$ cat src/logic/la_pkg.sv
`default_nettype none

package la_pkg;

  // probe and buffer geometry
  localparam int SAMPLE_W  = 8;
  localparam int BUF_DEPTH = 1024;
  localparam int BUF_AW    = $clog2(BUF_DEPTH);
  localparam int CHN_W     = 3;
  localparam int FREQ_W    = 4;
  localparam int DIV_W     = 16;  // holds 2**15 - 1

  // apb bus widths
  localparam int APB_AW = 13;
  localparam int APB_DW = 32;

  typedef logic [SAMPLE_W-1:0] sample_t;
  typedef logic [BUF_AW-1:0]   buf_addr_t;
  typedef logic [CHN_W-1:0]    chn_t;
  typedef logic [FREQ_W-1:0]   freq_t;
  typedef logic [DIV_W-1:0]    div_cnt_t;
  typedef logic [APB_AW-1:0]   apb_addr_t;
  typedef logic [APB_DW-1:0]   apb_data_t;

  // register map, byte addresses
  localparam apb_addr_t REG_CTRL = 13'h000;  // bit 0 arms
  localparam apb_addr_t REG_CFG  = 13'h004;
  localparam apb_addr_t REG_PRE  = 13'h008;
  localparam apb_addr_t REG_STAT = 13'h00C;
  localparam apb_addr_t BUF_BASE = 13'h1000; // sample i at BUF_BASE + 4*i

  // codes 5..7 fall through to immediate
  typedef enum logic [2:0] {
    TRIG_RISE = 3'd0,
    TRIG_FALL = 3'd1,
    TRIG_HIGH = 3'd2,
    TRIG_LOW  = 3'd3,
    TRIG_NOW  = 3'd4
  } trig_mode_e;

  typedef enum logic [2:0] {
    CAP_IDLE,
    CAP_PRE,
    CAP_WAIT,
    CAP_POST,
    CAP_DONE
  } cap_state_e;

endpackage

`default_nettype wire

$ cat src/logic/la_rate_div.sv
`timescale 1ns/1ps
`default_nettype none

module la_rate_div import la_pkg::*; (
  input  wire logic  i_sys_clk,
  input  wire logic  i_reset,
  input  wire logic  i_restart,
  input  wire freq_t i_freq_sel,
  output logic       o_sample_en
);

  div_cnt_t cnt;
  div_cnt_t period_m1;

  // period is 2**freq_sel cycles
  assign period_m1 = (div_cnt_t'(1) << i_freq_sel) - div_cnt_t'(1);

  // >= keeps things sane if freq_sel shrinks mid count
  assign o_sample_en = (cnt >= period_m1);

  always_ff @(posedge i_sys_clk) begin
    if (i_reset || i_restart) begin
      cnt <= '0;
    end else if (o_sample_en) begin
      cnt <= '0;
    end else begin
      cnt <= cnt + div_cnt_t'(1);
    end
  end

endmodule

`default_nettype wire

$ cat config.mk
export PLATFORM = sky130hd
export DESIGN_NAME = la_rate_div
export DESIGN_NICKNAME = d
export VERILOG_FILES = /design/src/logic/la_pkg.sv /design/src/logic/la_rate_div.sv
export SDC_FILE = /design/constraint.sdc
export NUM_CORES = 1
export LEC_CHECK = 0
export BUFFER_PORTS_ARGS = -buffer_cell sky130_fd_sc_hd__buf_2
export CAP_MARGIN = 20
export CORE_UTILIZATION = 56
export CTS_BUF_LIST = sky130_fd_sc_hd__clkbuf_4 sky130_fd_sc_hd__clkbuf_8
export CTS_CLUSTER_DIAMETER = 50
export DETAILED_ROUTE_END_ITERATION = 8
export PLACE_DENSITY = 0.77
export REMOVE_ABC_BUFFERS = 1
export SLEW_MARGIN = 20
export SYNTH_ARGS = -nofsm -noshare
export SYNTH_HDL_FRONTEND = slang
export SYNTH_SLANG_ARGS = --single-unit
$ cat constraint.sdc
create_clock -name i_sys_clk -period 3.4 [get_ports i_sys_clk]
set_clock_uncertainty 0.2 [all_clocks]
set_input_delay 0.34 -clock i_sys_clk [delete_from_list [all_inputs] [get_ports i_sys_clk]]
set_output_delay 0.34 -clock i_sys_clk [all_outputs]
set_load 0.1 [all_outputs]
Yosys cells after proc, flatten, opt, wreduce, memory -nomap -nowiden

Index checks and enable logic that the tools add are counted.

Add/sub/neg operators: 2
$lt $le $gt $ge: 1
Shifts and indexed selects: 1
Reductions and logical operators: 2

Operators with widths:

| kind                                                                  | number |
|---|---|
| 16-bit by 1-bit adder with 16-bit output (second input constant)      | 1 |
| 16-bit >= comparator                                                  | 1 |
| 1-bit by 4-bit left shift with 16-bit output (first input constant)   | 1 |
| 16-bit by 1-bit subtractor with 16-bit output (second input constant) | 1 |
| 2-bit OR reduction                                                    | 1 |
| 1-bit logical OR                                                      | 1 |

Flip-flop bits (word level): 16
Output and inout bits: 1

Longest topological paths before layout

Word-level depth: 4
Depth in mapped cells: 14

Least setup slack after synthesis

No wires, ideal clock.

Kind: input -> output
From: input i_freq_sel[2]
To: output o_sample_en
Data arrival time: 3268 ps
Data required time: 2860 ps
Setup slack: -408 ps
Stages: 13
Path buffers: 1
Path through: nor3_1 -> nand2b_1 -> ha_1 -> clkbuf_1 -> nor4b_1 -> a21oi_1 -> o22a_1 -> ha_1 -> nand4_1 -> or4_1 -> a31oi_2 -> nor2_1 -> nand2_1

Cells in the longest elaborated chain, start to end: 3

Ends and longest elaborated chain:

| what                                          | line              | RTL |
|---|---|---|
| from (decl)                                   | la_rate_div.sv:8  | `input wire freq_t i_freq_sel,` |
| 1-bit by 4-bit left shift with 16-bit output  | la_rate_div.sv:16 | `assign period_m1 = (div_cnt_t'(1) << i_freq_sel) - div_cnt_t'(1);` |
| 16-bit by 1-bit subtractor with 16-bit output | la_rate_div.sv:16 |  |
| 16-bit >= comparator                          | la_rate_div.sv:19 | `assign o_sample_en = (cnt >= period_m1);` |
| to (decl)                                     | la_rate_div.sv:9  | `output logic o_sample_en` |

No other way between the ends.

Worst setup path in the final report

From: input i_freq_sel[1]
To: output o_sample_en

The elaborated chain is that of the path after synthesis.

==> impl_metrics.tcl <==
set metrics [dict create \
    fmax_mhz 295 \
    path_max_fanout 7 \
    cts-root-buf "clkbuf_4" \
    largest_reg_flops 16 \
    cts.reportedPaths.clkPinSlew_ps 80 \
    max_stage_delay_ps 450 \
    ff2ff_path_depth 7 \
    fp.dieW_um 49.6 \
    fin_crit_ps 3390 \
    rsz0062_at_grt "true" \
    via_per_inst 5.59 \
    gp_congestion 0.776 \
    whs_path_depth 1 \
    yosys_warnings 0 \
    vias 1107 \
    clk_latency_ps 280 \
    io_pins 8 \
    hp-class "reg -> reg" \
    drv_cap 0 \
    dp_hpwl_mm 2.00 \
    cts.sinks 16 \
    synth-seq-cells 16 \
    dieArea_um2 2460 \
    cts_inserted_buffers 3 \
    ys_top_cells_by_area "dfxtp_1, ha_1, xnor2_1" \
    powerDensity_nw_per_um2 251 \
    ant_nets 0 \
    antenna_found_initial 0 \
    n_antenna_cell 0 \
    total_leakage_power_nw 0.587 \
    seq_area_um2 320 \
    dr.pass1.iters 5 \
    yosys.area.top_type "dfxtp_1" \
    final_cell_mix "ha_1, dfxtp_1, nor2_1" \
    status "completed" \
    syn_area_per_cell_um2 8.31 \
    largest_register "cnt" \
    clk_path_buf_depth 2 \
    die_h_um 49.6 \
    cts_hold_buf 0 \
    finalCritPeriodShare_pct 99.7 \
    routed_wl_mm 2.73 \
    port_buffers 7 \
    netlist_instances 153 \
    routedWlPerCell_um 13.8 \
    fp.coreArea_um2 2040 \
    fin_nets 197 \
    multi_input_comb_area_um2 958 \
    critPathRequiredTime_ps 2860 \
    initial_core_util_pct 62.3 \
    fillers 154 \
    drive_gt1_share_pct 25.7 \
    cts_tree "yes" \
    grt_overflow_total 0 \
    peakVddDrop_v 0.000299 \
    tns_ps 0 \
    grt_pass1_wl_mm 4.62 \
    cp_common_cell "ha_4" \
    grt_pass1_vias 1063 \
    start_kind "input port" \
    yosysSeqAreaShare_pct 25.2 \
    reg.largest.list "cnt x16" \
    final_max_slew_viol_count 0 \
    grt_max_degree 17 \
    hold_violations 0 \
    worst-setup-path-type "in -> out" \
    cts.htree.levels 1 \
    finalSetupViolations 0 \
    end_kind "output port" \
    crit_chain "buf_8 -> nor3_4 -> nand2b_1 -> ha_4 -> nor4b_4 -> a21oi_1 -> o22a_1 -> ha_4 -> nand4_1 -> or4_4 -> a31oi_4 -> nor2_1 -> nand2_1 -> buf_12" \
    syn_area_um2 1270 \
    whs_ps 273 \
    rows 16 \
    drc_errors 0 \
    ys_types 34 \
    track_usage_pct 24.6 \
    drt_iter0_drc 20 \
    syn_to_final_growth_pct 20.8 \
    synth_top_area_share_pct 25.2 \
    crit_arrival_ps 2850 \
    cpMaxStageDelayCell "or4_4" \
]
==> power breakdown <==
| part | internal [mW] | switching (mW) |
|---|---|---|
| combinational | 0.0331 | 0.0409 |
| clock | 0.0651 | 0.0560 |
| sequential | 0.188 | 0.00112 |
==> layer usage <==
| layer | up-vias | GRT usage, % | share of wire, % |
|---|---|---|---|
| li1 | 573 | - | - |
| met1 | 512 | 30.8 | 46 |
| met2 | 20 | 43.9 | 51 |
| met3 | 2 | 4.94 | 2.2 |
| met4 | 0 | 3.81 | 0.51 |
| met5 | - | 0 | 0 |
==> cell usage after synthesis (all sizes together) <==
| master | number |
|---|---|
| a211oi | 1 |
| a21o | 1 |
| a21oi | 9 |
| a31oi | 1 |
| a32oi | 1 |
| and3 | 3 |
| buf | 1 |
| clkbuf | 5 |
| conb | 1 |
| dfxtp | 16 |
| ha | 18 |
| inv | 6 |
| nand2 | 13 |
| nand2b | 1 |
| nand3 | 7 |
| nand3b | 1 |
| nand4 | 3 |
| nor2 | 25 |
| nor2b | 1 |
| nor3 | 7 |
| nor4 | 2 |
| nor4b | 2 |
| o211ai | 2 |
| o21a | 1 |
| o21ai | 5 |
| o21bai | 1 |
| o22a | 1 |
| o31ai | 1 |
| or4 | 1 |
| xnor2 | 12 |
| xor2 | 4 |
==> logic make-up after synthesis <==
logic type / count (synthesis) / synth area share (%)
and+or+nand+nor: 66 / 28.9
adders and majority gates: 18 / 17.7
buffers and inverters: 12 / 4.82
DFF: 16 / 25.2
AOI/OAI and AO/OA: 24 / 12.0
other: 1 / 0.295
xor gates and xnor gates: 16 / 11.0
==> area by class of cell <==
class | instances | area share (%)
flip-flops and latches | 16 | 20.9
repair buffers | 20 | 10.7
multi-input cells | 125 | 62.4
clock buffers | 4 | 2.36
well taps | 27 | 2.20
inverters | 6 | 1.47
==> per-stage QoR <==
step / util [%] / total power, mW / cell area (um^2) / std cells / setup WS (ps)
global placement: 67.8 / 0.253 / 1380 / 190 / -126
finish: 75.2 / 0.385 / 1540 / 198 / 8.80
global route: 75.2 / 0.407 / 1540 / 198 / -131
CTS: 72.1 / 0.383 / 1470 / 196 / 2.36
floorplan: - / 0.231 / 1230 / 147 / -329
detailed placement: 67.8 / 0.256 / 1380 / 190 / -299
==> worst paths after layout <==
path,to,slack [ps],from
worst min-delay path,cnt[0],270,cnt[0]
worst max-delay path,o_sample_en,9,i_freq_sel[1]
worst max register to register,cnt[15],1020,cnt[13]
worst min register to register,cnt[0],270,cnt[0]
==> worst max-delay path, delay by kind of cell <==
| family | cells | cell delay [ps] |
|---|---|---|
| buffers and inverters | 2 | 280 |
| AO/OA/AOI/OAI | 3 | 410 |
| adder cells (fa/ha/maj) | 2 | 510 |
| AND/OR/NAND/NOR | 7 | 1320 |
==> what timing repair did <==
action	in CTS	in global routing
hold endpoints to repair	0	0
gates resized for setup	6	8
setup buffers	2	2
setup endpoints to repair	1	1
pin swaps	1	5
Note: power is estimated with default switching activity, not from simulation.
