<file path="src/logic/la_pkg.sv">
`default_nettype none

package la_pkg;

  // probe and buffer geometry
  localparam int SAMPLE_W  = 8;
  localparam int BUF_DEPTH = 1024;
  localparam int BUF_AW    = $clog2(BUF_DEPTH);
  localparam int CHN_W     = 3;
  localparam int FREQ_W    = 4;
  localparam int DIV_W     = 16;  // holds 2**15 - 1

  // apb bus widths
  localparam int APB_AW = 13;
  localparam int APB_DW = 32;

  typedef logic [SAMPLE_W-1:0] sample_t;
  typedef logic [BUF_AW-1:0]   buf_addr_t;
  typedef logic [CHN_W-1:0]    chn_t;
  typedef logic [FREQ_W-1:0]   freq_t;
  typedef logic [DIV_W-1:0]    div_cnt_t;
  typedef logic [APB_AW-1:0]   apb_addr_t;
  typedef logic [APB_DW-1:0]   apb_data_t;

  // register map, byte addresses
  localparam apb_addr_t REG_CTRL = 13'h000;  // bit 0 arms
  localparam apb_addr_t REG_CFG  = 13'h004;
  localparam apb_addr_t REG_PRE  = 13'h008;
  localparam apb_addr_t REG_STAT = 13'h00C;
  localparam apb_addr_t BUF_BASE = 13'h1000; // sample i at BUF_BASE + 4*i

  // codes 5..7 fall through to immediate
  typedef enum logic [2:0] {
    TRIG_RISE = 3'd0,
    TRIG_FALL = 3'd1,
    TRIG_HIGH = 3'd2,
    TRIG_LOW  = 3'd3,
    TRIG_NOW  = 3'd4
  } trig_mode_e;

  typedef enum logic [2:0] {
    CAP_IDLE,
    CAP_PRE,
    CAP_WAIT,
    CAP_POST,
    CAP_DONE
  } cap_state_e;

endpackage

`default_nettype wire

</file>
<file path="src/logic/la_cfg_if.sv">
`timescale 1ns/1ps
`default_nettype none

interface la_cfg_if import la_pkg::*; ();

  // written by the cpu side
  logic       arm;       // one cycle pulse
  chn_t       chn;
  trig_mode_e mode;
  freq_t      freq_sel;
  buf_addr_t  pre_num;

  // reported back by the capture fsm
  logic       finished;
  logic       busy;
  buf_addr_t  trig_index;

  modport regs (
    output arm, chn, mode, freq_sel, pre_num,
    input  finished, busy, trig_index
  );

  modport ctrl (
    input  arm, chn, mode, pre_num,
    output finished, busy, trig_index
  );

endinterface

`default_nettype wire

</file>
<file path="src/logic/la_sample_ctrl.sv">
`timescale 1ns/1ps
`default_nettype none

module la_sample_ctrl import la_pkg::*; (
  input  wire logic    i_sys_clk,
  input  wire logic    i_reset,
  la_cfg_if.ctrl       cfg,
  input  wire logic    i_sample_en,
  input  wire sample_t i_data,
  output logic         o_wr_en,
  output buf_addr_t    o_wr_addr,
  output sample_t      o_wr_data,
  output buf_addr_t    o_start_addr
);

  cap_state_e state;
  buf_addr_t  samp_idx;    // sample index, also the ram write address
  buf_addr_t  trig_index;
  logic       have_prev;   // at least one sample seen since arm

  // settings frozen at arm
  buf_addr_t  pre_q;
  chn_t       chn_q;
  trig_mode_e mode_q;

  logic       prev_bit;
  buf_addr_t  start_addr;
  buf_addr_t  trig_start;  // start address if the current sample triggers
  buf_addr_t  last_addr;
  logic       last_sample;
  logic       capturing;
  logic       cur_bit;
  logic       trig_hit;

  assign capturing = (state == CAP_PRE) || (state == CAP_WAIT) || (state == CAP_POST);
  assign cur_bit   = i_data[chn_q];

  always_comb begin
    case (mode_q)
      TRIG_RISE: trig_hit = have_prev & ~prev_bit & cur_bit;
      TRIG_FALL: trig_hit = have_prev & prev_bit & ~cur_bit;
      TRIG_HIGH: trig_hit = cur_bit;
      TRIG_LOW:  trig_hit = ~cur_bit;
      default:   trig_hit = 1'b1;  // immediate
    endcase
  end

  assign trig_start = samp_idx - pre_q;

  // buffer is full once the write lands just below start_addr
  assign last_addr   = (state == CAP_POST) ? buf_addr_t'(start_addr - 10'd1)
                                           : buf_addr_t'(trig_start - 10'd1);
  assign last_sample = (samp_idx == last_addr);

  // a sample coinciding with arm belongs to the old capture, dropped
  assign o_wr_en   = i_sample_en & capturing & ~cfg.arm;
  assign o_wr_addr = samp_idx;
  assign o_wr_data = i_data;

  assign o_start_addr   = start_addr;
  assign cfg.busy       = capturing;
  assign cfg.finished   = (state == CAP_DONE);
  assign cfg.trig_index = trig_index;

  always_ff @(posedge i_sys_clk) begin
    if (i_reset) begin
      state      <= CAP_IDLE;
      samp_idx   <= '0;
      trig_index <= '0;
      have_prev  <= 1'b0;
    end else if (cfg.arm) begin
      // restart from any state
      state      <= (cfg.pre_num == '0) ? CAP_WAIT : CAP_PRE;
      samp_idx   <= '0;
      trig_index <= '0;
      have_prev  <= 1'b0;
    end else if (o_wr_en) begin
      samp_idx  <= samp_idx + 10'd1;
      have_prev <= 1'b1;
      case (state)
        CAP_PRE: begin
          if (samp_idx == buf_addr_t'(pre_q - 10'd1)) begin
            state <= CAP_WAIT;
          end
        end
        CAP_WAIT: begin
          if (trig_hit) begin
            trig_index <= samp_idx;
            // pre_num of 1023 leaves room for the trigger sample only
            state      <= last_sample ? CAP_DONE : CAP_POST;
          end
        end
        CAP_POST: begin
          if (last_sample) begin
            state <= CAP_DONE;
          end
        end
        default: begin
        end
      endcase
    end
  end

  always_ff @(posedge i_sys_clk) begin
    if (cfg.arm) begin
      pre_q  <= cfg.pre_num;
      chn_q  <= cfg.chn;
      mode_q <= cfg.mode;
    end
    if (o_wr_en) begin
      prev_bit <= cur_bit;
    end
    if (o_wr_en && (state == CAP_WAIT) && trig_hit) begin
      start_addr <= trig_start;  // oldest kept sample
    end
  end

endmodule

`default_nettype wire

</file>
<file path="src/flat_wrapper.sv">
// flat-port wrapper written by rule: the top's interface ports become plain ports
module la_sample_ctrl_flat import la_pkg::*;
  (i_sys_clk, i_reset, i_sample_en, i_data, o_wr_en, o_wr_addr, o_wr_data, o_start_addr, cfg_arm, cfg_chn, cfg_mode, cfg_pre_num, cfg_finished, cfg_busy, cfg_trig_index);
  la_cfg_if cfg_i ();
  input  wire logic i_sys_clk;
  input  wire logic i_reset;
  input  wire logic i_sample_en;
  input  wire sample_t i_data;
  output logic o_wr_en;
  output buf_addr_t o_wr_addr;
  output sample_t o_wr_data;
  output buf_addr_t o_start_addr;
  input wire logic [$bits(cfg_i.arm)-1:0] cfg_arm;
  input wire logic [$bits(cfg_i.chn)-1:0] cfg_chn;
  input wire logic [$bits(cfg_i.mode)-1:0] cfg_mode;
  input wire logic [$bits(cfg_i.pre_num)-1:0] cfg_pre_num;
  output wire logic [$bits(cfg_i.finished)-1:0] cfg_finished;
  output wire logic [$bits(cfg_i.busy)-1:0] cfg_busy;
  output wire logic [$bits(cfg_i.trig_index)-1:0] cfg_trig_index;
  assign cfg_i.arm = cfg_arm;
  assign cfg_i.chn = cfg_chn;
  assign cfg_i.mode = cfg_mode;
  assign cfg_i.pre_num = cfg_pre_num;
  assign cfg_finished = cfg_i.finished;
  assign cfg_busy = cfg_i.busy;
  assign cfg_trig_index = cfg_i.trig_index;
  la_sample_ctrl u_core (.i_sys_clk(i_sys_clk), .i_reset(i_reset), .cfg(cfg_i), .i_sample_en(i_sample_en), .i_data(i_data), .o_wr_en(o_wr_en), .o_wr_addr(o_wr_addr), .o_wr_data(o_wr_data), .o_start_addr(o_start_addr));
endmodule
</file>
<file path="config.mk">
export PLATFORM = sky130hd
export DESIGN_NAME = la_sample_ctrl_flat
export DESIGN_NICKNAME = d
export VERILOG_FILES = /design/src/logic/la_pkg.sv /design/src/logic/la_cfg_if.sv /design/src/logic/la_sample_ctrl.sv /design/src/flat_wrapper.sv
export SDC_FILE = /design/constraint.sdc
export NUM_CORES = 1
export LEC_CHECK = 0
export BUFFER_PORTS_ARGS = -buffer_cell sky130_fd_sc_hd__buf_2
export CORE_MARGIN = 2
export CORE_UTILIZATION = 40
export DETAILED_ROUTE_END_ITERATION = 16
export GPL_TIMING_DRIVEN = 0
export PLACE_DENSITY = 0.63
export SETUP_SLACK_MARGIN = 0.2
export SYNTH_ARGS = -nofsm -noshare
export SYNTH_HDL_FRONTEND = slang
export SYNTH_SLANG_ARGS = --single-unit
</file>
<file path="constraint.sdc">
create_clock -name i_sys_clk -period 7.8 [get_ports i_sys_clk]
set_input_delay 0.78 -clock i_sys_clk [delete_from_list [all_inputs] [get_ports i_sys_clk]]
set_output_delay 0.78 -clock i_sys_clk [all_outputs]
set_load 0.01 [all_outputs]
</file>
---- Word level (Yosys, flattened, before mapping) ----
Cells that the tools add are included.
storage, ports and cells
  logic and storage cells ................. 59
  input bits .............................. 28
  output and inout port bits .............. 41
  bits in registers ....................... 51
cells by class
  equality and inequality tests ........... 12
  $add $sub $neg .......................... 5
  bitwise logic cells ..................... 9
  reductions and logical operators ........ 11
  order comparisons ....................... 1
  muxes and demuxes ....................... 12
operator list
  kind                                                         number
  subtractor 10 x 1 -> 10 bit (second input constant)          3
  equality test 10 bit                                         2
  two-way mux 3 bit                                            6
  equality test 3 x 2 -> 1 bit (second input constant)         4
  adder 10 x 1 -> 10 bit (second input constant)               1
  logical NOT 10 bit                                           1
  two-way mux 10 bit                                           1
  subtractor 10 bit                                            1
  case mux 3 bit (3 select lines)                              1
  bitwise AND 1 bit                                            6
  equality test 3 x 1 -> 1 bit (second input constant)         2
  inequality test 3 x 2 -> 1 bit (second input constant)       2
  AND reduction 5 bit                                          1
  less-than comparator 3 x 4 -> 1 bit (second input constant)  1
  case mux 1 bit (4 select lines)                              1
  nonzero test 4 bit                                           1
  binary-select mux 1 bit (select 3 bit)                       1
  equality test 3 bit (second input constant)                  1
  logical NOT 3 bit                                            1
  inequality test 3 bit (second input constant)                1
  inverter 1 bit                                               3
  AND reduction 3 bit                                          1
  logical AND 1 bit                                            2
  logical OR 1 bit                                             2
  4 further kinds                                              4

---- Logic depth before layout (Yosys ltp) ----
  word-level depth ........................ 9
  gate-level depth with buffers ........... 14
  depth with buffers taken out ............ 14

---- Worst setup path before layout ----
Ideal clock, no wire load.
  path kind ............................... reg2reg
  from .................................... register u_core.samp_idx[1], in the netlist u_core.o_wr_addr[1]
  to ...................................... register u_core.state[0]
  cell stages (with the launch flop) ...... 14
  setup time .............................. 0.118 ns
  period minus slack after synthesis ...... 3.423 ns
  path slack .............................. 4.377 ns
  path buffers ............................ 1
  required time ........................... 7.682 ns
  data arrival time ....................... 3.304 ns
  cells stage by stage .................... dfxtp_1 > clkbuf_1 > inv_1 > fa_1 > nor2b_1 > o311ai_0 > and3_1 > a211oi_1 > xor2_1 > or4_1 > nor4_2 > o21ai_1 > a211oi_2 > nor3_1
on the way
  longest elaborated chain between the ends .. 9
  elaborated cells on any way between the ends .. 13
ends and longest elaborated chain
  element                          line                  text
  start: declaration               la_sample_ctrl.sv:17  buf_addr_t samp_idx;
  start signal: assignment         la_sample_ctrl.sv:78  samp_idx <= samp_idx + 10'd1;
  subtractor 10 bit                la_sample_ctrl.sv:48  assign trig_start = samp_idx - pre_q;
  subtractor 10 x 1 -> 10 bit      la_sample_ctrl.sv:52  : buf_addr_t'(trig_start - 10'd1);
  two-way mux 10 bit               la_sample_ctrl.sv:51  assign last_addr = (state == CAP_POST) ? buf_addr_t'(start_addr - 10'd1)
  equality test 10 bit             la_sample_ctrl.sv:53  assign last_sample = (samp_idx == last_addr);
  two-way mux 3 bit                la_sample_ctrl.sv:90  state <= last_sample ? CAP_DONE : CAP_POST;
  two-way mux 3 bit                la_sample_ctrl.sv:87  if (trig_hit) begin
  case mux 3 bit (3 select lines)  la_sample_ctrl.sv:80  case (state)
  two-way mux 3 bit                la_sample_ctrl.sv:77  end else if (o_wr_en) begin
  two-way mux 3 bit                la_sample_ctrl.sv:71  end else if (cfg.arm) begin
  end signal: assignment           la_sample_ctrl.sv:73  state <= (cfg.pre_num == '0) ? CAP_WAIT : CAP_PRE;
  end signal: assignment           la_sample_ctrl.sv:90
  end: declaration                 la_sample_ctrl.sv:16  cap_state_e state;
Parallel ways exist; a longest one is shown, timed or not. The select of a mux whose other input is x is not followed.
A chain may end at the register's enable or synchronous reset.

---- Final worst setup path ----
Ends and elaborated chain as after synthesis.

==> qor.csv <==
metric,value,unit
status,"finished, final reports clean",
Final nets,479,
Worst-path clk slew,0.10,ns
# diodes,0,
CORE AREA,8299,µm²
FP Rows,33,
first-pass GRT wire length,13680,µm
crit path DAT,4.27,ns
Die Span X,97.14,µm
Gate Count Post-Synth,363,
mean post-synth cell area,9.558,µm²
Post-synth ARST share,0,
mean number of vias per cell,5.379,
Worst Hold Class,register to register,
CTS tree,built,
TritonRoute pass-1 iters,4,
"Design Area, Final",4074,µm²
H-tree depth,2,
CP bufs+invs,2,
Layout fillers,801,
CP max stage delay,0.58,ns
Critical Path End,u_core.state[0]$_SDFFE_PP0P_,
Ports,69,
leakage,1.717,nW
Crit path required time,8.00,ns
Worst path depth,13,
total CTS buffers,5,
syn nets,404,
Resize count post-CTS,0,
Final min period,4.072,ns
element type at the critical path start,register,
Worst-Margin Slew,0.9359,ns
cell accounting for the most synthesized area,edfxtp_1,
synth cell count leaders,"nor2_1, edfxtp_1, dfxtp_1",
RSZ-0062 raised after global routing,no,
Starting DRT DRC Count,93,
PortBufs,68,
share of cells above drive strength 1,0.2597,
Critical Path Sink Type,register,
DIE HEIGHT,97.14,µm
"Seq/Total Area, Yosys",0.3722,
GR Util All Layers,0.1775,
Design Power,0.0006230,W
drt wl/cell,15.52,µm
routed vias,2926,
RR Endpoint,u_core.state[0]$_SDFFE_PP0P_,
root buffer cell,clkbuf_8,
Unique masters post-synth,68,
"Cell Area, Synth",3470,µm²
"Top FF cell, synth",edfxtp_1,
final hold slack,0.4863,ns
WL final,8445,µm
crit-path max FO,6,
Worst path top cell family by delay,simple AND/OR/NAND/NOR gates,
final period utilization,0.5221,
Setup Viol. Count Final,0,
GP Congestion,0.8768,
CTS max path bufs,2,
worst path cell trace,clkbuf_1 -> inv_1 -> fa_1 -> nor2b_1 -> o311ai_0 -> and3_1 -> a211oi_1 -> xor2_1 -> or4_1 -> nor4_2 -> o21ai_1 -> a211oi_2 -> nor3_1,
R2R cell count,13,
Hold Fails Final Rpt,0,
WS Path Type,register to register,
flop2flop setup slack,3.73,ns
grt ovf,0,
number of global-route vias before repair,2772,
cts hold-fix bufs,0,
"flops & latches, synth",51,
clk_skew,0.009205,ns
"Cell Area, Placed",3941,µm²
worst hold path startpoint,u_core.have_prev$_SDFFE_PP0P_,
largest net degree at the start of global routing,23,
Worst slew margin,0.3681,
Synth top area share,0.2337,
most common cell in the netlist,nor2_1,
Sink Count,51,
Crit-path slowest cell,or4_1,
antenna-violating nets left,0,
hpwl dp,6680,µm
peak supply drop,0.1003,mV
die area,9435,µm²
"Clk Latency, worst-skew pair",0.30,ns
post-CTS setup-driven buffer insertion count,0,
number of synthesized flops with an enable pin,27,
setup_tns,0,ns
r2r startpoint,u_core.o_wr_addr[1]$_SDFFE_PP0P_,
Initial Util,0.4181,
area delta synth->final,17.42,%
antenna violations before repair,0,
Max Slew Vio Count,0,
source of the critical timing path,u_core.o_wr_addr[1]$_SDFFE_PP0P_,
Synth area leaders,"edfxtp_1, dfxtp_1, xnor2_1",
number of max-cap violations,0,
PD cells,152.9,nW/µm²
synth warn,0,
DR DRC count,0,
f_max,245.6,MHz
-- worst min-delay path by stage --
stage	end	cells after the start
final	u_core.have_prev$_SDFFE_PP0P_	2
after global routing	u_core.cfg.trig_index[1]$_SDFFE_PP0P_	2
after CTS	u_core.have_prev$_SDFFE_PP0P_	2
after detailed placement	u_core.have_prev$_SDFFE_PP0P_	2
after global placement	u_core.have_prev$_SDFFE_PP0P_	2
after floorplan	u_core.have_prev$_SDFFE_PP0P_	2
-- cell type report --
type | count | area (µm²) | area share
multi-input combinational | 267 | 1961 | 0.4813
sequential | 51 | 1291 | 0.3170
timing repair buffer | 68 | 340.3 | 0.08354
buffer | 24 | 138.9 | 0.03409
tap | 105 | 131.4 | 0.03225
inverter | 21 | 78.83 | 0.01935
clock buffer | 6 | 72.57 | 0.01781
clock inverter | 2 | 60.06 | 0.01474
-- where the power goes --
part | internal [W] | switching, W
combinational | 0.0000503 | 0.0000539
clock | 0.000128 | 0.0000907
sequential | 0.000292 | 0.00000778
total | 0.000471 | 0.000152
-- per-stage QoR --
stage	util	instances	setup WS, ns
2_1_floorplan	-	363	4.377
4_1_cts	0.4909	544	3.748
6_report	0.4909	544	3.728
5_1_grt	0.4909	544	3.506
3_3_place_gp	0.4749	536	3.802
3_5_place_dp	0.4749	536	3.818
-- per-layer routing --
metal,GRT usage,share of wire,vias up
met3,0.02806,0.050,10
met2,0.2965,0.47,93
met4,0.04334,0.014,0
met5,0,0,-
met1,0.2417,0.47,1356
li1,-,-,1467
-- flip-flops by register name, summed over array words and instances (netlist names) --
signal,flops
u_core.mode_q,3
u_core.cfg.trig_index,10
u_core.have_prev,1
u_core.o_start_addr,10
u_core.prev_bit,1
u_core.pre_q,10
u_core.chn_q,3
u_core.state,3
u_core.o_wr_addr,10
-- cell usage in the layout, fill, tap and decap left out, types with 3 or more instances in the layout --
master,instances
xor2_1,13
nor3b_1,3
o21ai_1,4
nor4_1,5
a211oi_1,5
o211ai_1,4
a41o_1,3
nor2_1,36
clkbuf_1,12
xnor2_1,21
or3_1,8
and3_1,3
nand3_1,6
dfxtp_1,24
buf_2,71
nand4_1,6
nand2_1,17
clkbuf_8,5
or2_2,3
edfxtp_1,27
nor2b_1,3
nor3_1,11
inv_1,21
a21o_1,7
or4_1,4
ha_1,12
a21oi_1,15
buf_4,8
a31oi_1,5
mux2i_1,16
and2_2,3
o21ai_0,7
-- logic make-up (layout without fill, tap and decap cells) --
kind of cell             Yosys count  in the layout  share of synthesized area
adder cells (fa/ha/maj)           13             13                    0.04904
multiplexers                      18             18                    0.05914
buffers and inverters             45            121                    0.06275
XOR/XNOR                          36             36                    0.09917
flip-flops                        51             51                     0.3722
AO/OA/AOI/OAI                     69             69                     0.1460
AND/OR/NAND/NOR                  131            131                     0.2117
-- tightest hold or removal path: stages, from the launching register on --
cell	delay, ns
dfxtp_1	0.34
nor2_1	0.05
nor2_1	0.07
No activity file was read; power rests on OpenSTA's default activity.
