File: config.mk
export PLATFORM = sky130hd
export DESIGN_NAME = la_apb_regs_flat
export DESIGN_NICKNAME = d
export VERILOG_FILES = /design/src/logic/la_pkg.sv /design/src/logic/la_cfg_if.sv /design/src/logic/la_apb_regs.sv /design/src/flat_wrapper.sv
export SDC_FILE = /design/constraint.sdc
export NUM_CORES = 1
export LEC_CHECK = 0
export BUFFER_PORTS_ARGS = -buffer_cell sky130_fd_sc_hd__buf_2
export CAP_MARGIN = 40
export CORE_UTILIZATION = 37
export DETAILED_ROUTE_END_ITERATION = 6
export PLACE_DENSITY = 0.83
export SETUP_SLACK_MARGIN = 0.2
export SYNTH_ARGS = -nofsm -noshare
export SYNTH_HDL_FRONTEND = slang
export SYNTH_SLANG_ARGS = --single-unit
File: constraint.sdc
create_clock -name i_sys_clk -period 1.8 [get_ports i_sys_clk]
set_clock_uncertainty 0.05 [all_clocks]
set_input_delay 0.09 -clock i_sys_clk [delete_from_list [all_inputs] [get_ports i_sys_clk]]
set_output_delay 0.09 -clock i_sys_clk [all_outputs]
set_load 0.02 [all_outputs]
File: src/logic/la_pkg.sv
`default_nettype none

package la_pkg;

  // probe and buffer geometry
  localparam int SAMPLE_W  = 8;
  localparam int BUF_DEPTH = 1024;
  localparam int BUF_AW    = $clog2(BUF_DEPTH);
  localparam int CHN_W     = 3;
  localparam int FREQ_W    = 4;
  localparam int DIV_W     = 16;  // holds 2**15 - 1

  // apb bus widths
  localparam int APB_AW = 13;
  localparam int APB_DW = 32;

  typedef logic [SAMPLE_W-1:0] sample_t;
  typedef logic [BUF_AW-1:0]   buf_addr_t;
  typedef logic [CHN_W-1:0]    chn_t;
  typedef logic [FREQ_W-1:0]   freq_t;
  typedef logic [DIV_W-1:0]    div_cnt_t;
  typedef logic [APB_AW-1:0]   apb_addr_t;
  typedef logic [APB_DW-1:0]   apb_data_t;

  // register map, byte addresses
  localparam apb_addr_t REG_CTRL = 13'h000;  // bit 0 arms
  localparam apb_addr_t REG_CFG  = 13'h004;
  localparam apb_addr_t REG_PRE  = 13'h008;
  localparam apb_addr_t REG_STAT = 13'h00C;
  localparam apb_addr_t BUF_BASE = 13'h1000; // sample i at BUF_BASE + 4*i

  // codes 5..7 fall through to immediate
  typedef enum logic [2:0] {
    TRIG_RISE = 3'd0,
    TRIG_FALL = 3'd1,
    TRIG_HIGH = 3'd2,
    TRIG_LOW  = 3'd3,
    TRIG_NOW  = 3'd4
  } trig_mode_e;

  typedef enum logic [2:0] {
    CAP_IDLE,
    CAP_PRE,
    CAP_WAIT,
    CAP_POST,
    CAP_DONE
  } cap_state_e;

endpackage

`default_nettype wire

File: src/logic/la_cfg_if.sv
`timescale 1ns/1ps
`default_nettype none

interface la_cfg_if import la_pkg::*; ();

  // written by the cpu side
  logic       arm;       // one cycle pulse
  chn_t       chn;
  trig_mode_e mode;
  freq_t      freq_sel;
  buf_addr_t  pre_num;

  // reported back by the capture fsm
  logic       finished;
  logic       busy;
  buf_addr_t  trig_index;

  modport regs (
    output arm, chn, mode, freq_sel, pre_num,
    input  finished, busy, trig_index
  );

  modport ctrl (
    input  arm, chn, mode, pre_num,
    output finished, busy, trig_index
  );

endinterface

`default_nettype wire

File: src/logic/la_apb_regs.sv
`timescale 1ns/1ps
`default_nettype none

module la_apb_regs import la_pkg::*; (
  input  wire logic      i_sys_clk,
  input  wire logic      i_reset,
  input  wire logic      i_psel,
  input  wire logic      i_penable,
  input  wire logic      i_pwrite,
  input  wire apb_addr_t i_paddr,
  input  wire apb_data_t i_pwdata,
  output apb_data_t      o_prdata,
  output logic           o_pready,
  output logic           o_pslverr,
  la_cfg_if.regs         cfg,
  output logic           o_rd_en,
  output buf_addr_t      o_rd_index,
  input  wire sample_t   i_rd_data
);

  logic       access;
  logic       is_ctrl;
  logic       is_cfg;
  logic       is_pre;
  logic       is_stat;
  logic       is_buf;
  logic       buf_rd;
  logic       addr_ok;
  logic       rd_pend;  // ram read issued last cycle

  chn_t       chn_q;
  trig_mode_e mode_q;
  freq_t      freq_q;
  buf_addr_t  pre_q;

  assign access  = i_psel & i_penable;
  assign is_ctrl = (i_paddr == REG_CTRL);
  assign is_cfg  = (i_paddr == REG_CFG);
  assign is_pre  = (i_paddr == REG_PRE);
  assign is_stat = (i_paddr == REG_STAT);
  assign is_buf  = (i_paddr >= BUF_BASE) && (i_paddr[1:0] == 2'b00);
  assign buf_rd  = is_buf & ~i_pwrite;

  // status and buffer window are read only
  assign addr_ok = is_ctrl | is_cfg | is_pre | ((is_stat | is_buf) & ~i_pwrite);

  // first access cycle of a buffer read goes to the ram, the second returns data
  assign o_rd_en    = access & buf_rd & ~rd_pend;
  assign o_rd_index = i_paddr[BUF_AW+1:2];

  assign o_pready  = ~o_rd_en;  // the only wait state
  assign o_pslverr = access & ~addr_ok;

  assign cfg.arm      = access & i_pwrite & is_ctrl & i_pwdata[0];
  assign cfg.chn      = chn_q;
  assign cfg.mode     = mode_q;
  assign cfg.freq_sel = freq_q;
  assign cfg.pre_num  = pre_q;

  always_ff @(posedge i_sys_clk) begin
    if (i_reset) begin
      rd_pend <= 1'b0;
    end else begin
      rd_pend <= o_rd_en;
    end
  end

  always_ff @(posedge i_sys_clk) begin
    if (i_reset) begin
      chn_q  <= '0;
      mode_q <= TRIG_RISE;
      freq_q <= '0;
      pre_q  <= '0;
    end else if (access && i_pwrite) begin
      if (is_cfg) begin
        chn_q  <= i_pwdata[2:0];
        mode_q <= trig_mode_e'(i_pwdata[6:4]);
        freq_q <= i_pwdata[11:8];
      end
      if (is_pre) begin
        pre_q <= i_pwdata[9:0];
      end
    end
  end

  // read mux, unused bits stay zero
  always_comb begin
    o_prdata = '0;
    if (access && !i_pwrite) begin
      if (is_cfg) begin
        o_prdata = {20'b0, freq_q, 1'b0, mode_q, 1'b0, chn_q};
      end else if (is_pre) begin
        o_prdata = {22'b0, pre_q};
      end else if (is_stat) begin
        o_prdata = {6'b0, cfg.trig_index, 14'b0, cfg.busy, cfg.finished};
      end else if (is_buf) begin
        o_prdata = {24'b0, i_rd_data}; // valid in the second access cycle
      end
    end
  end

endmodule

`default_nettype wire

File: src/flat_wrapper.sv
// flat-port wrapper written by rule: the top's interface ports become plain ports
module la_apb_regs_flat import la_pkg::*;
  (i_sys_clk, i_reset, i_psel, i_penable, i_pwrite, i_paddr, i_pwdata, o_prdata, o_pready, o_pslverr, o_rd_en, o_rd_index, i_rd_data, cfg_arm, cfg_chn, cfg_mode, cfg_freq_sel, cfg_pre_num, cfg_finished, cfg_busy, cfg_trig_index);
  la_cfg_if cfg_i ();
  input  wire logic i_sys_clk;
  input  wire logic i_reset;
  input  wire logic i_psel;
  input  wire logic i_penable;
  input  wire logic i_pwrite;
  input  wire apb_addr_t i_paddr;
  input  wire apb_data_t i_pwdata;
  output apb_data_t o_prdata;
  output logic o_pready;
  output logic o_pslverr;
  output logic o_rd_en;
  output buf_addr_t o_rd_index;
  input  wire sample_t i_rd_data;
  output wire logic [$bits(cfg_i.arm)-1:0] cfg_arm;
  output wire logic [$bits(cfg_i.chn)-1:0] cfg_chn;
  output wire logic [$bits(cfg_i.mode)-1:0] cfg_mode;
  output wire logic [$bits(cfg_i.freq_sel)-1:0] cfg_freq_sel;
  output wire logic [$bits(cfg_i.pre_num)-1:0] cfg_pre_num;
  input wire logic [$bits(cfg_i.finished)-1:0] cfg_finished;
  input wire logic [$bits(cfg_i.busy)-1:0] cfg_busy;
  input wire logic [$bits(cfg_i.trig_index)-1:0] cfg_trig_index;
  assign cfg_arm = cfg_i.arm;
  assign cfg_chn = cfg_i.chn;
  assign cfg_mode = cfg_i.mode;
  assign cfg_freq_sel = cfg_i.freq_sel;
  assign cfg_pre_num = cfg_i.pre_num;
  assign cfg_i.finished = cfg_finished;
  assign cfg_i.busy = cfg_busy;
  assign cfg_i.trig_index = cfg_trig_index;
  la_apb_regs u_core (.i_sys_clk(i_sys_clk), .i_reset(i_reset), .i_psel(i_psel), .i_penable(i_penable), .i_pwrite(i_pwrite), .i_paddr(i_paddr), .i_pwdata(i_pwdata), .o_prdata(o_prdata), .o_pready(o_pready), .o_pslverr(o_pslverr), .cfg(cfg_i), .o_rd_en(o_rd_en), .o_rd_index(o_rd_index), .i_rd_data(i_rd_data));
endmodule
## Word level (Yosys, flattened, before mapping)

Cells that the tools add are included.

- $lt $le $gt $ge: 1
- Equal/unequal tests: 3
- Muxes and demuxes: 5
- Bitwise gates (word level): 17
- Reduce and logical (&&, ||, !) cells: 8

Operators with widths:

| kind | number |
|---|---|
| 32-bit 2-to-1 mux | 4 |
| 13-bit by 4-bit equality test with 1-bit output, second input constant | 2 |
| 13-bit by 3-bit equality test with 1-bit output, second input constant | 1 |
| 13-bit >= comparator, second input constant | 1 |
| 13-bit zero test | 1 |
| 1-bit bitwise AND | 9 |
| 8-bit 2-to-1 mux | 1 |
| 1-bit NOT | 4 |
| 1-bit OR | 4 |
| 2-bit AND reduction | 2 |
| 1-bit logical AND | 3 |
| 2-bit zero test | 1 |
| 1-bit zero test | 1 |

- Register bits: 21
- Output and inout port bits: 66
- Word-level logic and storage cells: 39

## Logic depth before layout (Yosys ltp)

Gate-level depths: netlist of run 1.

- Depth after elaboration: 7
- Depth in mapped cells: 5
- Depth with buffers taken out: 4

## Worst setup path after synthesis of run 1

Ideal clock, no wire load.

- Kind: input-to-output
- From: input i_paddr[9]
- To: output o_prdata[8]
- Arrival: 1,503 ps
- Required time: 1,660 ps
- Path slack: 157 ps
- Cell stages on the path: 4
- Path buffers: 0
- Cells stage by stage: or4_4 nor4b_4 o2bb2a_1 nor2_1

- Cells in the longest elaborated chain, start to end: 4
- Elaborated cells between the ends (all ways): 5

Ends and longest elaborated chain:

| what | RTL line | text |
|---|---|---|
| start, declared | flat_wrapper.sv:10 | `input wire apb_addr_t i_paddr;` |
| 13-bit by 4-bit equality test with 1-bit output | la_apb_regs.sv:39 | `assign is_pre = (i_paddr == REG_PRE);` |
| 32-bit 2-to-1 mux | la_apb_regs.sv:92 | `end else if (is_pre) begin` |
| 32-bit 2-to-1 mux * | la_apb_regs.sv:90 | `if (is_cfg) begin` |
| 32-bit 2-to-1 mux * | la_apb_regs.sv:89 | `if (access && !i_pwrite) begin` |
| end, declared | flat_wrapper.sv:12 | `output apb_data_t o_prdata;` |

Every way passes the cells marked *; elsewhere a longest branch is shown, timed or not.

## Worst setup path after layout of run 1

- From: input i_paddr[5]
- To: output o_prdata[6]

- Cells in the longest elaborated chain, start to end: 7
- Elaborated cells between the ends (all ways): 10

Ends and longest elaborated chain:

| what | RTL line | text |
|---|---|---|
| 13-bit >= comparator | la_apb_regs.sv:41 | `assign is_buf = (i_paddr >= BUF_BASE) && (i_paddr[1:0] == 2'b00);` |
| 1-bit logical AND | la_apb_regs.sv:41 |  |
| 8-bit 2-to-1 mux | la_apb_regs.sv:96 | `end else if (is_buf) begin` |
| 32-bit 2-to-1 mux | la_apb_regs.sv:94 | `end else if (is_stat) begin` |
| 32-bit 2-to-1 mux | la_apb_regs.sv:92 |  |
| 32-bit 2-to-1 mux * | la_apb_regs.sv:90 |  |
| 32-bit 2-to-1 mux * | la_apb_regs.sv:89 |  |

Marks and branches as above.

==> results.json, run 1 <==
{
  "antenna_found_initial": 0,
  "hp-class": "input pin to flip-flop",
  "crit_path_end_kind": "primary output",
  "insertion_delay_ns": 0.26,
  "timing.hold.ws_ns": 0.02639,
  "setup_viol": 1,
  "clock.fmax_ghz": 0.5549,
  "p_leak_nw": 1.218,
  "syn_area_per_cell_um2": 8.766,
  "violations": "setup timing",
  "path_clk_slew_ns": 0.07,
  "synth_commonest_cells": "nor2_1, dfxtp_1, buf_4, mux2i_1",
  "die-width_um": 64.34,
  "grt_max_degree": 22,
  "synth_cell_types": 39,
  "critPathArrivalTime_ns": 1.66,
  "cts.sinks": 21,
  "nets": 350,
  "yosysTopAreaCell": "dfxtp_1",
  "grt_util_met3_pct": 5.000,
  "fillers": 336,
  "grt_pass1_vias": 1525,
  "synth-seq-area-share_pct": 29.24,
  "diodes": 0,
  "ys_ff_latch": 21,
  "coreArea_um2": 3689,
  "criticalPathCategory": "input pin to primary output",
  "gr-total-overflow": 0,
  "io_buffers": 105,
  "rsz0062_at_grt": "yes",
  "layout-drive-gt1-share_pct": 55.56,
  "fin_crit_sh_pct": 100.1,
  "finalPower_mw": 0.9663,
  "grt_pass1_wl_mm": 7.024,
  "firstDrtPassIters": 4,
  "die_area_um2": 4139,
  "hpwl_mm": 3.286,
  "regArea_um2": 420.4,
  "track_usage_pct": 21.36,
  "synth_most_common_cell": "nor2_1",
  "post-route-min-period_ns": 1.802,
  "ir_drop_mv": 0.5628,
  "die_h_um": 64.34,
  "rows": 22,
  "drtAntennaViolNets": 0,
  "cp_max_fo": 4,
  "vias_per_cell": 4.957,
  "hold_viol_final": 0,
  "cts-root-buf": "clkbuf_8",
  "powerDensity_nw_per_um2": 418.8,
  "cts_buffers": 3,
  "critPathLaunchType": "input pin",
  "drc": 0,
  "busiest_layer": "met2",
  "multi_input_area_um2": 953.4,
  "drt-initial-drc-count": 73,
  "io_pins": 136,
  "ys_async_sr_fraction_pct": 0,
  "ys_warn_count": 0,
  "crit_required_ns": 1.66,
  "htree_levels": 1,
  "place_congestion": 0.7886,
  "synth_top_area_share_pct": 29.24,
  "num_vias": 1621,
  "syn2layout_area_growth_pct": 60.49,
  "worst-r2r-setup-slack_ns": 1.10,
  "grt_use_met2_pct": 37.11,
  "cap_violations": 0,
  "synthTopCellsByArea": "dfxtp_1, mux2i_1, buf_4, nor2_1, a221o_1",
  "start_util_pct": 38.98,
  "cts.path.max_buffers": 2,
  "routed_wl_mm": 4.536,
  "synth_edf_count": 0,
  "maxSlewViolCount": 0,
  "syn-instance-count": 164,
  "status": "complete, but fails checks",
  "cts_tree": "built",
  "wire_per_inst_um": 13.87,
  "netlist_area_um2": 1438,
  "worst_slack_ns": -0.002027,
  "synthFlopType": "dfxtp_1",
  "hold_buffers": 0,
  "gr-usage-met1_pct": 25.91
}
-- logic make-up after synthesis --
kind of cell / Yosys count / synth area share, %
other cells: 1 / 0.2608
simple gates: 75 / 32.81
mux: 20 / 13.93
buf+inv: 29 / 13.92
compound gates: 18 / 9.836
flops: 21 / 29.24
-- worst max-delay path, cell delays in order --
cell and delay, ns:
buf_6 0.09, or4_4 0.57, nor3_4 0.20, buf_4 0.16
and3_4 0.21, a221o_1 0.19, buf_6 0.14
-- per-stage QoR --
stage / setup TNS, ns / utilization (%) / instances / setup WS (ns) / instance area, µm²
2_1_floorplan: 0 / - / 173 / 0.2034 / 1474
3_3_place_gp: -0.3962 / 54.10 / 315 / -0.05877 / 1996
4_1_cts: 0 / 59.63 / 323 / 0.06173 / 2200
5_1_grt: -0.01381 / 62.55 / 327 / -0.01381 / 2307
6_report: -0.002027 / 62.55 / 327 / -0.002027 / 2307
3_5_place_dp: -0.6587 / 54.10 / 315 / -0.07760 / 1996
-- cell type report --
cell class	count	share of cell area, %
multi-input combinational	124	41.32
tap	48	2.603
clock buffer	4	1.952
inverter	3	0.4881
timing repair buffer	127	35.41
sequential	21	18.22
-- placed cells by master, fill, tap and decap left out, drive strengths merged, types with 2 or more instances in the layout --
| cell | count |
|---|---|
| a21oi | 2 |
| a221o | 4 |
| a32oi | 3 |
| and2 | 15 |
| and3 | 7 |
| and4 | 2 |
| buf | 127 |
| clkbuf | 4 |
| conb | 10 |
| dfxtp | 21 |
| inv | 3 |
| mux2i | 20 |
| nand2 | 6 |
| nand4b | 2 |
| nor2 | 28 |
| nor3 | 2 |
| nor4 | 4 |
| nor4b | 3 |
| o21ai | 3 |
| o221ai | 2 |
| or4 | 2 |
-- final timing paths --
kind,start,end,cells after the start
worst max-delay path,i_paddr[5],o_prdata[6],7
worst min register to register,u_core.rd_pend,u_core.rd_pend,2
worst min-delay path,i_pwdata[10],u_core.cfg.freq_sel[2],3
worst max register to register,u_core.cfg.pre_num[9],u_core.cfg.pre_num[9],2
-- registers in the layout, indices dropped and copies added (netlist names) --
register,cells
u_core.cfg.freq_sel,4
u_core.cfg.mode,3
u_core.rd_pend,1
u_core.cfg.pre_num,10
u_core.cfg.chn,3
-- metal layers --
layer	routed length, µm	up-vias
li1	-	788
met1	1833	748
met2	2339	75
met3	284	10
met4	78	0
met5	0	-
-- where the power goes --
part | switching (mW) | leakage, nW | internal [mW]
sequential | 0.0000274 | 0.169 | 0.464
combinational | 0.116 | 1.03 | 0.0844
clock | 0.145 | 0.0228 | 0.157
total | 0.260 | 1.22 | 0.706
-- what timing repair did --
item | 4_1_cts | 5_1_grt
setup buffers | 3 | 4
gates cloned | 1 | 0
pin swaps | 17 | 11
endpoints found under the setup margin | 23 | 23
gates resized for setup | 36 | 20
Power figures use the tool's default switching activity.
==> inputs of run 2 (changes only) <==
--- a/config.mk
+++ b/config.mk
@@ -11,6 +11,7 @@
 export DETAILED_ROUTE_END_ITERATION = 6
 export PLACE_DENSITY = 0.83
 export SETUP_SLACK_MARGIN = 0.2
+export SKIP_CTS_REPAIR_TIMING = 1
 export SYNTH_ARGS = -nofsm -noshare
 export SYNTH_HDL_FRONTEND = slang
 export SYNTH_SLANG_ARGS = --single-unit
==> results.json, run 2 (synthesized netlist as in run 1, its figures left out) <==
{
  "critPathArrivalTime_ns": 1.71,
  "place_congestion": 0.7886,
  "antenna_found_initial": 0,
  "status": "complete, but fails checks",
  "powerDensity_nw_per_um2": 410.7,
  "cts-root-buf": "clkbuf_8",
  "clock.fmax_ghz": 0.5418,
  "finalPower_mw": 0.9636,
  "pre_cts_ws_ns": -0.07760,
  "drc": 0,
  "io_pins": 136,
  "grt_pass1_vias": 1409,
  "io_buffers": 105,
  "routed_wl_mm": 4.533,
  "fin_util_pct": 63.60,
  "track_usage_pct": 19.76,
  "r2r_cells": 2,
  "num_vias": 1592,
  "diodes": 0,
  "maxSlewViolCount": 0,
  "die_h_um": 64.34,
  "p_leak_nw": 1.198,
  "criticalPathCategory": "input pin to primary output",
  "start_util_pct": 38.98,
  "path_cells": "buf_8, or4_4, nor3_4, and3_4, a221o_1, buf_6",
  "firstDrtPassIters": 4,
  "crit_path_end_kind": "primary output",
  "drtAntennaViolNets": 0,
  "drt-initial-drc-count": 41,
  "post-route-min-period_ns": 1.846,
  "rows": 22,
  "final_area_um2": 2346,
  "cts_tree": "built",
  "cp_top_family": "simple AND/OR/NAND/NOR gates",
  "cp_slowest_stage_delay_ns": 0.57,
  "hold_end": "u_core.cfg.pre_num[7]",
  "grt_max_degree": 22,
  "dpl_cell_area_um2": 1996,
  "mostFrequentLayoutCells": "buf_2, nor2_1, buf_4, dfxtp_1, mux2i_1",
  "die_area_um2": 4139,
  "layout_commonest_cell": "buf_2",
  "setup_viol": 5,
  "finalNonFillerCells": 324,
  "cp_num_buf_inv": 2,
  "path_clk_slew_ns": 0.07,
  "grt_pass1_wl_mm": 6.555,
  "cap_violations": 0,
  "cp_max_fo": 7,
  "fin_crit_sh_pct": 102.5,
  "finalSetupTns_ns": -0.06859,
  "layout-drive-gt1-share_pct": 57.61,
  "gr-total-overflow": 0,
  "largest_reg_flops": 10,
  "vias_per_cell": 4.914,
  "insertion_delay_ns": 0.25,
  "htree_levels": 1,
  "hp-class": "input pin to flip-flop",
  "worstReg2RegEnd": "u_core.cfg.pre_num[8]",
  "nets": 347,
  "ir_drop_mv": 0.5702,
  "place_inst": 315,
  "whs_path_depth": 3,
  "wire_per_inst_um": 13.99,
  "hold_viol_final": 0,
  "cts.sinks": 21,
  "crit_required_ns": 1.66,
  "syn2layout_area_growth_pct": 63.19,
  "violations": "setup timing",
  "coreArea_um2": 3689,
  "die-width_um": 64.34,
  "worst-r2r-setup-slack_ns": 1.10,
  "critPathLaunchType": "input pin",
  "timing.hold.ws_ns": 0.02129,
  "hpwl_mm": 3.286,
  "cts.path.max_buffers": 2,
  "critPathSlowestCell": "or4_4",
  "worstHoldStart": "i_pwdata[7]",
  "rr_startpoint": "u_core.cfg.pre_num[8]",
  "rsz0062_at_grt": "yes",
  "worst_slack_ns": -0.04573,
  "cts_buffers": 3
}
## run 2: worst register-to-register path, stage by stage, from the launching register on
cell     delay [ns]
dfxtp_1        0.34
mux2i_1        0.14
nor2_1         0.06
## run 2: routing by layer
layer | part of all wire (%) | up-vias | global-route usage, %
met3 | 5.0 | 2 | 4.286
li1 | - | 782 | -
met5 | 0 | - | 0
met1 | 42 | 744 | 24.95
met4 | 0.26 | 0 | 0.8333
met2 | 53 | 64 | 35.66
## run 2: worst max path at each step
| stage | startpoint | end | cells past startpoint |
|---|---|---|---|
| final | i_paddr[4] | o_prdata[6] | 6 |
| after global routing | i_paddr[4] | o_prdata[6] | 6 |
| after CTS | i_paddr[9] | o_prdata[24] | 6 |
| after floorplan | i_paddr[9] | o_prdata[0] | 4 |
| after detailed placement | i_paddr[9] | o_prdata[24] | 6 |
| after global placement | i_paddr[9] | o_prdata[24] | 6 |
## run 2: final cells by class
class                      instances  area, µm²
tap                               48      60.06
fill                             330       1343
clock buffer                       4      45.04
inverter                           3      11.26
multi-input combinational        124      977.2
sequential                        21      420.4
timing repair buffer             124      832.0
## run 2: power breakdown
group / internal (mW) / total (mW) / switching, mW
logic: 0.0825 / 0.200 / 0.117
registers: 0.464 / 0.464 / 0.0000271
clock network: 0.157 / 0.300 / 0.142
